$ cat src/source/camif_bus_pkg.sv
/* host bus register map; only one register exists, status on read, control on write
   bit positions of the control fields match their status read-back */
package camif_bus_pkg;

   // latched multiplexed address
   typedef logic [15:0] addr_t;

   // address bit 15 high selects the pixel data window
   localparam int DATA_WINDOW_BIT = 15;

   // ********************************************************
   // control fields, written and read back at the same bits
   // ********************************************************
   localparam int CTRL_RGB_BIT    = 15;
   localparam int CTRL_ENABLE_BIT = 12;
   localparam int CTRL_IRQ_EN_BIT = 11;

   // ********************************************************
   // status only fields
   // ********************************************************
   localparam int STAT_OVERFLOW_BIT = 9;
   localparam int STAT_EMPTY_BIT    = 8;

   // fixed identification in status bits 7..0
   localparam logic [7:0] CAMIF_ID = 8'h05;

   // bus slave sequencing
   typedef enum logic [1:0]
   {
      BUS_IDLE,
      BUS_ADDR,
      BUS_ACCESS
   } bus_state_t;

endpackage

$ cat src/source/camif_pkg.sv
/* pixel, word and FIFO sizing shared by the capture path and the interrupt logic
   RGB packing assumes two kept pixel slices fill exactly one word */
package camif_pkg;

   // ********************************************************
   // sensor side
   // ********************************************************

   // one sample of the 10-bit parallel sensor bus
   typedef logic [9:0] pixel_t;

   // upper pixel bits kept per pixel when two pixels share a word
   localparam int PIXEL_MSB_BITS = 8;

   // ********************************************************
   // buffer side
   // ********************************************************

   // FIFO entry and host bus data word
   typedef logic [15:0] word_t;

   // capacity in words
   localparam int FIFO_DEPTH = 64;

   // fill level, has to reach FIFO_DEPTH itself
   typedef logic [$clog2(FIFO_DEPTH + 1) - 1:0] level_t;

   // words per host interrupt
   localparam int BURST_WORDS = 16;

endpackage

$ cat src/source/burst_irq.sv
`timescale 1ns/1ns
/* one interrupt per BURST_WORDS words; it drops on the first data pop of the burst
   and rearms only after the whole burst has been popped */
module burst_irq (
   input  logic              i_pinclk,
   input  logic              i_rst,
   input  logic              i_irq_en,
   input  camif_pkg::level_t i_level,
   input  logic              i_pop,
   output logic              o_irq
);

   localparam int CW = $clog2(camif_pkg::BURST_WORDS);

   typedef enum logic [1:0]
   {
      IRQ_WAIT,
      IRQ_RAISED,
      IRQ_DRAIN
   } irq_state_t;

   irq_state_t     state;
   logic [CW-1:0]  pop_cnt;
   logic           burst_ready;

   assign burst_ready = (i_level >= camif_pkg::level_t'(camif_pkg::BURST_WORDS));

   always_ff @(posedge i_pinclk or posedge i_rst)
   begin
      if (i_rst)
      begin
         state   <= IRQ_WAIT;
         pop_cnt <= '0;
         o_irq   <= 1'b0;
      end
      else if (!i_irq_en)
      begin
         state   <= IRQ_WAIT;
         pop_cnt <= '0;
         o_irq   <= 1'b0;
      end
      else
      begin
         case (state)
            IRQ_WAIT:
               if (burst_ready)
               begin
                  o_irq <= 1'b1;
                  state <= IRQ_RAISED;
               end
            IRQ_RAISED:
               if (i_pop)
               begin
                  // the first pop already counts toward the burst
                  o_irq   <= 1'b0;
                  pop_cnt <= CW'(1);
                  state   <= IRQ_DRAIN;
               end
            IRQ_DRAIN:
               if (i_pop)
               begin
                  pop_cnt <= pop_cnt + 1'b1;
                  if (pop_cnt == CW'(camif_pkg::BURST_WORDS - 1))
                     state <= IRQ_WAIT;
               end
            default:
               state <= IRQ_WAIT;
         endcase
      end
   end

endmodule

$ cat src/source/camif_top.sv
`timescale 1ns/1ns
/* single clock design, the host bus is sampled on pinclk */
module camif_top (
   input  logic              i_pinclk,
   input  logic              i_rst,
   input  logic              i_frame_valid,
   input  logic              i_line_valid,
   input  camif_pkg::pixel_t i_pixel,
   input  logic              i_csn,
   input  logic              i_advn,
   input  logic              i_oen,
   input  logic              i_wen,
   input  camif_pkg::word_t  i_ad,
   output camif_pkg::word_t  o_ad,
   output logic              o_ad_oe,
   output logic              o_irq
);

   logic              push;
   camif_pkg::word_t  push_data;
   logic              pop;
   logic              flush;
   camif_pkg::word_t  rd_data;
   camif_pkg::level_t level;
   logic              empty;
   logic              overflow;
   logic              enable;
   logic              rgb_mode;
   logic              irq_en;

   pixel_capture u_capture (
      .i_pinclk      (i_pinclk),
      .i_rst         (i_rst),
      .i_frame_valid (i_frame_valid),
      .i_line_valid  (i_line_valid),
      .i_pixel       (i_pixel),
      .i_enable      (enable),
      .i_rgb_mode    (rgb_mode),
      .o_push        (push),
      .o_push_data   (push_data)
   );

   // full reaches the host only as the overflow flag
   pixel_fifo u_fifo (
      .i_pinclk    (i_pinclk),
      .i_rst       (i_rst),
      .i_flush     (flush),
      .i_push      (push),
      .i_push_data (push_data),
      .i_pop       (pop),
      .o_rd_data   (rd_data),
      .o_level     (level),
      .o_full      (),
      .o_empty     (empty),
      .o_overflow  (overflow)
   );

   host_bus_slave u_bus (
      .i_pinclk     (i_pinclk),
      .i_rst        (i_rst),
      .i_csn        (i_csn),
      .i_advn       (i_advn),
      .i_oen        (i_oen),
      .i_wen        (i_wen),
      .i_ad         (i_ad),
      .i_fifo_data  (rd_data),
      .i_fifo_empty (empty),
      .i_overflow   (overflow),
      .o_ad         (o_ad),
      .o_ad_oe      (o_ad_oe),
      .o_pop        (pop),
      .o_flush      (flush),
      .o_enable     (enable),
      .o_rgb_mode   (rgb_mode),
      .o_irq_en     (irq_en)
   );

   burst_irq u_irq (
      .i_pinclk (i_pinclk),
      .i_rst    (i_rst),
      .i_irq_en (irq_en),
      .i_level  (level),
      .i_pop    (pop),
      .o_irq    (o_irq)
   );

endmodule

$ cat src/source/host_bus_slave.sv
`timescale 1ns/1ns
/* host strobes are sampled on pinclk and must stay low for at least two cycles
   one action per strobe; read data follows one cycle after the first strobe cycle */
module host_bus_slave (
   input  logic             i_pinclk,
   input  logic             i_rst,
   input  logic             i_csn,
   input  logic             i_advn,
   input  logic             i_oen,
   input  logic             i_wen,
   input  camif_pkg::word_t i_ad,
   input  camif_pkg::word_t i_fifo_data,
   input  logic             i_fifo_empty,
   input  logic             i_overflow,
   output camif_pkg::word_t o_ad,
   output logic             o_ad_oe,
   output logic             o_pop,
   output logic             o_flush,
   output logic             o_enable,
   output logic             o_rgb_mode,
   output logic             o_irq_en
);

   camif_bus_pkg::bus_state_t state;
   camif_bus_pkg::bus_state_t state_next;
   camif_bus_pkg::addr_t      addr;
   camif_pkg::word_t          status;
   logic                      addr_phase;
   logic                      rd_strobe;
   logic                      wr_strobe;
   logic                      rd_start;
   logic                      wr_start;
   logic                      data_sel;
   logic                      overflow;

   assign addr_phase = ~i_csn & ~i_advn;
   assign rd_strobe  = ~i_csn & ~i_oen & i_advn;
   assign wr_strobe  = ~i_csn & ~i_wen & i_advn;
   assign data_sel   = addr[camif_bus_pkg::DATA_WINDOW_BIT];

   // only the cycle that leaves BUS_ADDR acts, later strobe cycles are ignored
   assign rd_start = (state == camif_bus_pkg::BUS_ADDR) & rd_strobe;
   assign wr_start = (state == camif_bus_pkg::BUS_ADDR) & wr_strobe & ~rd_strobe;
   assign o_pop    = rd_start & data_sel & ~i_fifo_empty;

   always_comb
   begin
      status = '0;
      status[camif_bus_pkg::CTRL_RGB_BIT]      = o_rgb_mode;
      status[camif_bus_pkg::CTRL_ENABLE_BIT]   = o_enable;
      status[camif_bus_pkg::CTRL_IRQ_EN_BIT]   = o_irq_en;
      status[camif_bus_pkg::STAT_OVERFLOW_BIT] = overflow;
      status[camif_bus_pkg::STAT_EMPTY_BIT]    = i_fifo_empty;
      status[7:0] = camif_bus_pkg::CAMIF_ID;
   end

   // ********************************************************
   // bus sequencing
   // ********************************************************
   always_comb
   begin
      state_next = state;
      case (state)
         camif_bus_pkg::BUS_IDLE:
            if (addr_phase)
               state_next = camif_bus_pkg::BUS_ADDR;
         camif_bus_pkg::BUS_ADDR:
            if (i_csn)
               state_next = camif_bus_pkg::BUS_IDLE;
            else if (rd_strobe || wr_strobe)
               state_next = camif_bus_pkg::BUS_ACCESS;
         camif_bus_pkg::BUS_ACCESS:
            if (i_csn)
               state_next = camif_bus_pkg::BUS_IDLE;
            else if (addr_phase || (!rd_strobe && !wr_strobe))
               state_next = camif_bus_pkg::BUS_ADDR;
         default:
            state_next = camif_bus_pkg::BUS_IDLE;
      endcase
   end

   always_ff @(posedge i_pinclk or posedge i_rst)
   begin
      if (i_rst)
      begin
         state   <= camif_bus_pkg::BUS_IDLE;
         addr    <= '0;
         o_ad_oe <= 1'b0;
      end
      else
      begin
         state <= state_next;
         if (addr_phase)
            addr <= i_ad;
         o_ad_oe <= rd_start | (o_ad_oe & rd_strobe);
      end
   end

   // ********************************************************
   // control register and sticky overflow
   // ********************************************************
   always_ff @(posedge i_pinclk or posedge i_rst)
   begin
      if (i_rst)
      begin
         o_rgb_mode <= 1'b0;
         o_enable   <= 1'b0;
         o_irq_en   <= 1'b0;
         o_flush    <= 1'b0;
         overflow   <= 1'b0;
      end
      else
      begin
         o_flush <= 1'b0;
         if (wr_start && !data_sel)
         begin
            o_rgb_mode <= i_ad[camif_bus_pkg::CTRL_RGB_BIT];
            o_enable   <= i_ad[camif_bus_pkg::CTRL_ENABLE_BIT];
            o_irq_en   <= i_ad[camif_bus_pkg::CTRL_IRQ_EN_BIT];
            // flush on a rising enable only
            o_flush    <= i_ad[camif_bus_pkg::CTRL_ENABLE_BIT] & ~o_enable;
         end
         if (i_overflow)
            overflow <= 1'b1;
         else if (rd_start && !data_sel)
            overflow <= 1'b0;
      end
   end

   // read data, an empty data window reads as zero
   always_ff @(posedge i_pinclk)
   begin
      if (rd_start)
      begin
         if (!data_sel)
            o_ad <= status;
         else if (i_fifo_empty)
            o_ad <= '0;
         else
            o_ad <= i_fifo_data;
      end
   end

endmodule

$ cat src/source/pixel_capture.sv
`timescale 1ns/1ns
/* three register stages from the sensor pins to o_push; the sensor is never stalled
   capture arms on a frame_valid rise seen while enabled, so a partial frame is skipped */
module pixel_capture (
   input  logic              i_pinclk,
   input  logic              i_rst,
   input  logic              i_frame_valid,
   input  logic              i_line_valid,
   input  camif_pkg::pixel_t i_pixel,
   input  logic              i_enable,
   input  logic              i_rgb_mode,
   output logic              o_push,
   output camif_pkg::word_t  o_push_data
);

   localparam int PIX_W = $bits(camif_pkg::pixel_t);
   localparam int MSB_W = camif_pkg::PIXEL_MSB_BITS;

   logic              fv_q;
   logic              fv_q2;
   logic              lv_q;
   logic              fv_rise;
   logic              armed;
   logic              arm_now;
   logic              din_valid;
   logic              pair_odd;
   camif_pkg::pixel_t pix_q;
   camif_pkg::pixel_t pix_d;
   logic [MSB_W-1:0]  hi_byte;

   assign fv_rise = fv_q & ~fv_q2;
   // arm in the same cycle as the frame edge so the first pixel is kept
   assign arm_now = armed | (fv_rise & i_enable);

   // ********************************************************
   // sensor sampling and qualification
   // ********************************************************
   always_ff @(posedge i_pinclk or posedge i_rst)
   begin
      if (i_rst)
      begin
         fv_q      <= 1'b0;
         fv_q2     <= 1'b0;
         lv_q      <= 1'b0;
         armed     <= 1'b0;
         din_valid <= 1'b0;
      end
      else
      begin
         fv_q  <= i_frame_valid;
         fv_q2 <= fv_q;
         lv_q  <= i_line_valid;
         if (!i_enable)
            armed <= 1'b0;
         else if (fv_rise)
            armed <= 1'b1;
         din_valid <= fv_q & lv_q & arm_now & i_enable;
      end
   end

   // ********************************************************
   // packing
   // ********************************************************
   always_ff @(posedge i_pinclk or posedge i_rst)
   begin
      if (i_rst)
      begin
         o_push   <= 1'b0;
         pair_odd <= 1'b0;
      end
      else
      begin
         o_push <= 1'b0;
         if (din_valid)
         begin
            if (i_rgb_mode)
            begin
               // second pixel of a pair completes the word
               o_push   <= pair_odd;
               pair_odd <= ~pair_odd;
            end
            else
            begin
               o_push   <= 1'b1;
               pair_odd <= 1'b0;
            end
         end
         if (!i_enable)
            pair_odd <= 1'b0;
      end
   end

   always_ff @(posedge i_pinclk)
   begin
      pix_q <= i_pixel;
      pix_d <= pix_q;
      if (din_valid)
      begin
         if (!i_rgb_mode)
            o_push_data <= camif_pkg::word_t'(pix_d);
         else if (!pair_odd)
            hi_byte <= pix_d[PIX_W-1 -: MSB_W];
         else
            o_push_data <= {hi_byte, pix_d[PIX_W-1 -: MSB_W]};
      end
   end

endmodule

$ cat src/source/pixel_fifo.sv
`timescale 1ns/1ns
/* head word is shown on o_rd_data without a read latency; a push into a full FIFO
   is dropped and reported on o_overflow one cycle later, stored words stay intact */
module pixel_fifo (
   input  logic              i_pinclk,
   input  logic              i_rst,
   input  logic              i_flush,
   input  logic              i_push,
   input  camif_pkg::word_t  i_push_data,
   input  logic              i_pop,
   output camif_pkg::word_t  o_rd_data,
   output camif_pkg::level_t o_level,
   output logic              o_full,
   output logic              o_empty,
   output logic              o_overflow
);

   localparam int AW = $clog2(camif_pkg::FIFO_DEPTH);

   camif_pkg::word_t mem [camif_pkg::FIFO_DEPTH];
   logic [AW-1:0]    wr_ptr;
   logic [AW-1:0]    rd_ptr;
   logic             do_push;
   logic             do_pop;

   assign o_full    = (o_level == camif_pkg::level_t'(camif_pkg::FIFO_DEPTH));
   assign o_empty   = (o_level == '0);
   assign do_push   = i_push & ~o_full & ~i_flush;
   assign do_pop    = i_pop & ~o_empty & ~i_flush;
   assign o_rd_data = mem[rd_ptr];

   always_ff @(posedge i_pinclk or posedge i_rst)
   begin
      if (i_rst)
      begin
         wr_ptr     <= '0;
         rd_ptr     <= '0;
         o_level    <= '0;
         o_overflow <= 1'b0;
      end
      else if (i_flush)
      begin
         wr_ptr     <= '0;
         rd_ptr     <= '0;
         o_level    <= '0;
         o_overflow <= 1'b0;
      end
      else
      begin
         o_overflow <= i_push & o_full;
         if (do_push)
            wr_ptr <= wr_ptr + 1'b1;
         if (do_pop)
            rd_ptr <= rd_ptr + 1'b1;
         case ({do_push, do_pop})
            2'b10:   o_level <= o_level + 1'b1;
            2'b01:   o_level <= o_level - 1'b1;
            default: o_level <= o_level;
         endcase
      end
   end

   // storage
   always_ff @(posedge i_pinclk)
   begin
      if (do_push)
         mem[wr_ptr] <= i_push_data;
   end

endmodule

$ cat config.mk
export PLATFORM = sky130hd
export DESIGN_NAME = camif_top
export DESIGN_NICKNAME = d
export VERILOG_FILES = /design/src/source/camif_bus_pkg.sv /design/src/source/camif_pkg.sv /design/src/source/burst_irq.sv /design/src/source/camif_top.sv /design/src/source/host_bus_slave.sv /design/src/source/pixel_capture.sv /design/src/source/pixel_fifo.sv
export SDC_FILE = /design/constraint.sdc
export NUM_CORES = 1
export LEC_CHECK = 0
export BUFFER_PORTS_ARGS = -buffer_cell sky130_fd_sc_hd__buf_2
export CAP_MARGIN = 5
export CORE_MARGIN = 2
export CORE_UTILIZATION = 55
export CTS_BUF_LIST = sky130_fd_sc_hd__clkbuf_4
export CTS_CLUSTER_SIZE = 16
export DETAILED_ROUTE_END_ITERATION = 12
export PLACE_DENSITY = 0.72
export SLEW_MARGIN = 15
export SYNTH_ARGS = -nofsm -noshare
export SYNTH_HDL_FRONTEND = slang
export SYNTH_SLANG_ARGS = --single-unit
$ cat constraint.sdc
create_clock -name i_pinclk -period 10.9 [get_ports i_pinclk]
set_input_delay 2.18 -clock i_pinclk [delete_from_list [all_inputs] [get_ports i_pinclk]]
set_output_delay 2.18 -clock i_pinclk [all_outputs]
set_load 0.02 [all_outputs]
==> results.toml <==
[yosys]
synth_seq_area_share = 0.7673
ys_async_sr_fraction = 0.03815
syn_inst = 2134
yosysWarnings = 0
ys.flop_type = "edfxtp_1"
syn_area_sq_mm = 0.04357
synth_seq_cells = 1127
syn_area_per_cell_sq_um = 20.42
syn_nets = 2175
ys_types = 74
synth_edf_count = 1064

[worst_hold_path]
worstHoldStart = "u_capture.pix_q[1]"
hold_class = "reg -> reg"
min_to = "u_capture.pix_d[1]"
whs_path_depth = 0

[setup_path]
path_cells = "buf_4 -> buf_4 -> mux4_2 -> a22o_1 -> a221oi_2 -> o22ai_1 -> a211o_1"
timing.rr.end = "u_bus.o_ad[5]"
ff2ff_setup_slack_ns = 5.98
arrival_ns = 5.70
slowest_stage = "dfrtp_4"
start_kind = "flip-flop"
cp_max_fo = 49
slowest_delay_ns = 0.93
reg2reg_depth = 7
r2r-start = "u_fifo.rd_ptr[0]"
crit_top_cell = "buf_4"
cp-end-kind = "flip-flop"
crit_required_ns = 11.68
critPathKind = "reg -> reg"

[clock_tree]
cts-buffers-inserted = 293
clockRootBuffer = "clkbuf_4"
cts_hold_buffers = 0
cts_tree = "built"
ctsResizeCount = 0
cts_buffer_depth = 4
postCtsSetupBuffers = 0
path_clk_slew_ns = 0.07
cts_sinks = 1127
clock_latency_ns = 1.10
cts_max_level = 5

[floorplanning]
rows = 103
core_sq_mm = 0.07874
ios = 52
dieArea_sq_mm = 0.08148
die_w_microns = 285.4
initial_core_util = 0.5533
fp.dieH_microns = 285.4

[timing]
timing.final.crit_share = 0.4511
fmax_mhz = 203.4
rsz0062_at_grt = "no"
setup_viol_count_final = 0
setup_slack_ns = 5.984
fin_skew_ns = 0.09282
max-slew-margin-rel = 0.1924
worst-slew-pin-transition_ns = 1.210
finalHoldViolations = 0
fin_crit_ns = 4.916
setup-tns-final_ns = 0
slew_violations = 0

[grt]
grtUsageTotal = 0.2475
antenna_found_initial = 5
grt_pass1_wl_microns = 146500
grt_remaining_overflow = 0
grt_pass1_vias = 23213
grt_max_degree = 119

[placement]
dp_hpwl_microns = 55390
placed_cell_area_sq_mm = 0.04512
routabilityCongestion = 0.8891
dp_worst_setup_slack_ns = 5.149
place.port_buffers = 38

[route]
drt_first_pass_iters = 6
wl_per_cell_microns = 26.92
ant_nets = 0
via_count = 22799
drc = 0
wl_microns = 99080
drtIter0Drc = 2531
avgViaCountPerCell = 6.195

[job]
maxCapViolations = 0

[power_and_ir_drop]
p_sw_mw = 2.366
seqPwrFrac = 0.504
ir_worst_vdd_mv = 0.1660
p_leak_nw = 15.66
swShare = 0.2485
p_clk_frac = 0.359
power.density_mw_per_mm2 = 195.8
finalPower_mw = 9.520
power.internal_mw = 7.154
comb_power_share = 0.137

[cells_and_area]
area_growth_pct = 11.60
final_area_sq_mm = 0.04862
nNetsFinal = 2472
drive_gt1_frac = 0.3185

[status]
status = "finished, final reports clean"
## logic make-up (layout without fill, tap and decap cells)
family	count (synthesis)	in the layout	share of synthesized area
mux	326	326	0.1377
compound gates	253	253	0.04316
other cells	0	2	0
buf+inv	136	630	0.01720
xor+xnor	14	14	0.002815
flops	1127	1127	0.7673
fa+ha+maj	7	7	0.002010
simple gates	271	271	0.02987
## cells in the final DEF, fill, tap and decap left out, types with 38 or more instances in the layout
cell	count
clkbuf_4	416
dfrtp_1	40
nand2_1	56
edfxtp_1	1064
buf_2	38
mux2i_1	84
a22oi_1	58
buf_4	83
mux4_2	216
nor2_1	85
clkinv_1	59
a21oi_1	43
## state kept, by name, indices dropped and copies added (netlist names), 2 cells and up
register	count
u_bus.state	2
u_capture.pix_d	10
u_irq.state	2
u_fifo.o_level	7
u_capture.pix_q	10
u_fifo.rd_ptr	6
u_capture.o_push_data	16
u_fifo.mem	1024
u_fifo.wr_ptr	6
u_capture.hi_byte	8
u_bus.o_ad	16
u_irq.pop_cnt	4
## per-layer routing
| metal | GRT usage | vias to the layer above | share of wire | wire length [microns] |
|---|---|---|---|---|
| met5 | 0 | - | 0.00013 | 13 |
| met4 | 0.09830 | 2 | 0.030 | 3006 |
| met3 | 0.07632 | 162 | 0.11 | 10530 |
| met2 | 0.3804 | 1342 | 0.48 | 47340 |
| met1 | 0.3353 | 11648 | 0.39 | 38190 |
| li1 | - | 9645 | - | - |
## cell usage after synthesis, drive strengths merged (5+ instances only)
| library cell | n | area (sq um) |
|---|---|---|
| nand3 | 20 | 100.1 |
| a211o | 7 | 61.31 |
| nor2 | 101 | 379.1 |
| mux2i | 84 | 840.8 |
| nand3b | 8 | 60.06 |
| xnor2 | 5 | 43.79 |
| a21oi | 43 | 215.2 |
| o22ai | 29 | 181.4 |
| o21ai | 18 | 90.09 |
| o221ai | 11 | 102.6 |
| buf | 73 | 513.0 |
| and2 | 10 | 62.56 |
| nor3 | 21 | 105.1 |
| inv | 13 | 48.80 |
| a221oi | 13 | 151.4 |
| clkbuf | 48 | 180.2 |
| nand2 | 56 | 210.2 |
| and3 | 5 | 31.28 |
| mux2 | 26 | 292.8 |
| xor2 | 9 | 78.83 |
| dfxtp | 20 | 400.4 |
| nand4 | 11 | 68.82 |
| a21o | 5 | 37.54 |
| dfrtp | 43 | 1076 |
| ha | 7 | 87.58 |
| mux4 | 216 | 4865 |
| o41ai | 5 | 43.79 |
| edfxtp | 1064 | 31950 |
| a22o | 14 | 122.6 |
| o21a | 7 | 52.55 |
| or3 | 6 | 37.54 |
| nor2b | 15 | 93.84 |
| a2111oi | 7 | 80.07 |
| a22oi | 58 | 435.4 |
## power by group through the flow
stage	Clock, mW	Combinational, mW	Sequential, mW
finish	3.42	1.31	4.79
detailed placement	0	1.31	4.89
CTS	3.50	1.31	4.80
floorplan	0	1.10	4.82
global route	3.73	1.39	4.80
global placement	0	1.29	4.89
## critical path: cells and delay by family (launching register included)
kind	cells	cell delay [ns]
buffers and inverters	2	1.60
muxes	1	0.59
AOI/OAI and AO/OA	4	1.41
DFF	1	0.93
## cell type report
| cell class | count | area, sq um |
|---|---|---|
| clock inverter | 76 | 372.9 |
| sequential | 1127 | 33440 |
| inverter | 15 | 56.30 |
| fill | 5421 | 30120 |
| tap | 1050 | 1314 |
| multi-input combinational | 871 | 9457 |
| timing repair buffer | 123 | 853.3 |
| clock buffer | 416 | 3123 |
| antenna | 2 | 5.005 |
## through the flow
| stage | cells | util | hold slack [ns] |
|---|---|---|---|
| 6_report | 3680 | 0.6175 | 0.3277 |
| 4_1_cts | 3678 | 0.6174 | 0.3306 |
| 5_1_grt | 3680 | 0.6175 | 0.3391 |
| 3_3_place_gp | 3186 | 0.5730 | 0.3105 |
| 3_5_place_dp | 3186 | 0.5730 | 0.3157 |
| 2_1_floorplan | 2134 | - | 0.3096 |
## worst max-delay path by stage
stage	from	depth (start not counted)	end
final	u_fifo.rd_ptr[0]	7	u_bus.o_ad[5]
after detailed placement	i_csn	12	u_fifo.o_level[6]
after floorplan	i_csn	13	u_fifo.o_level[6]
after CTS	u_fifo.rd_ptr[0]	7	u_bus.o_ad[5]
after global placement	i_csn	12	u_fifo.o_level[6]
after global routing	u_fifo.rd_ptr[0]	7	u_bus.o_ad[5]
No activity file was read; power rests on OpenSTA's default activity.
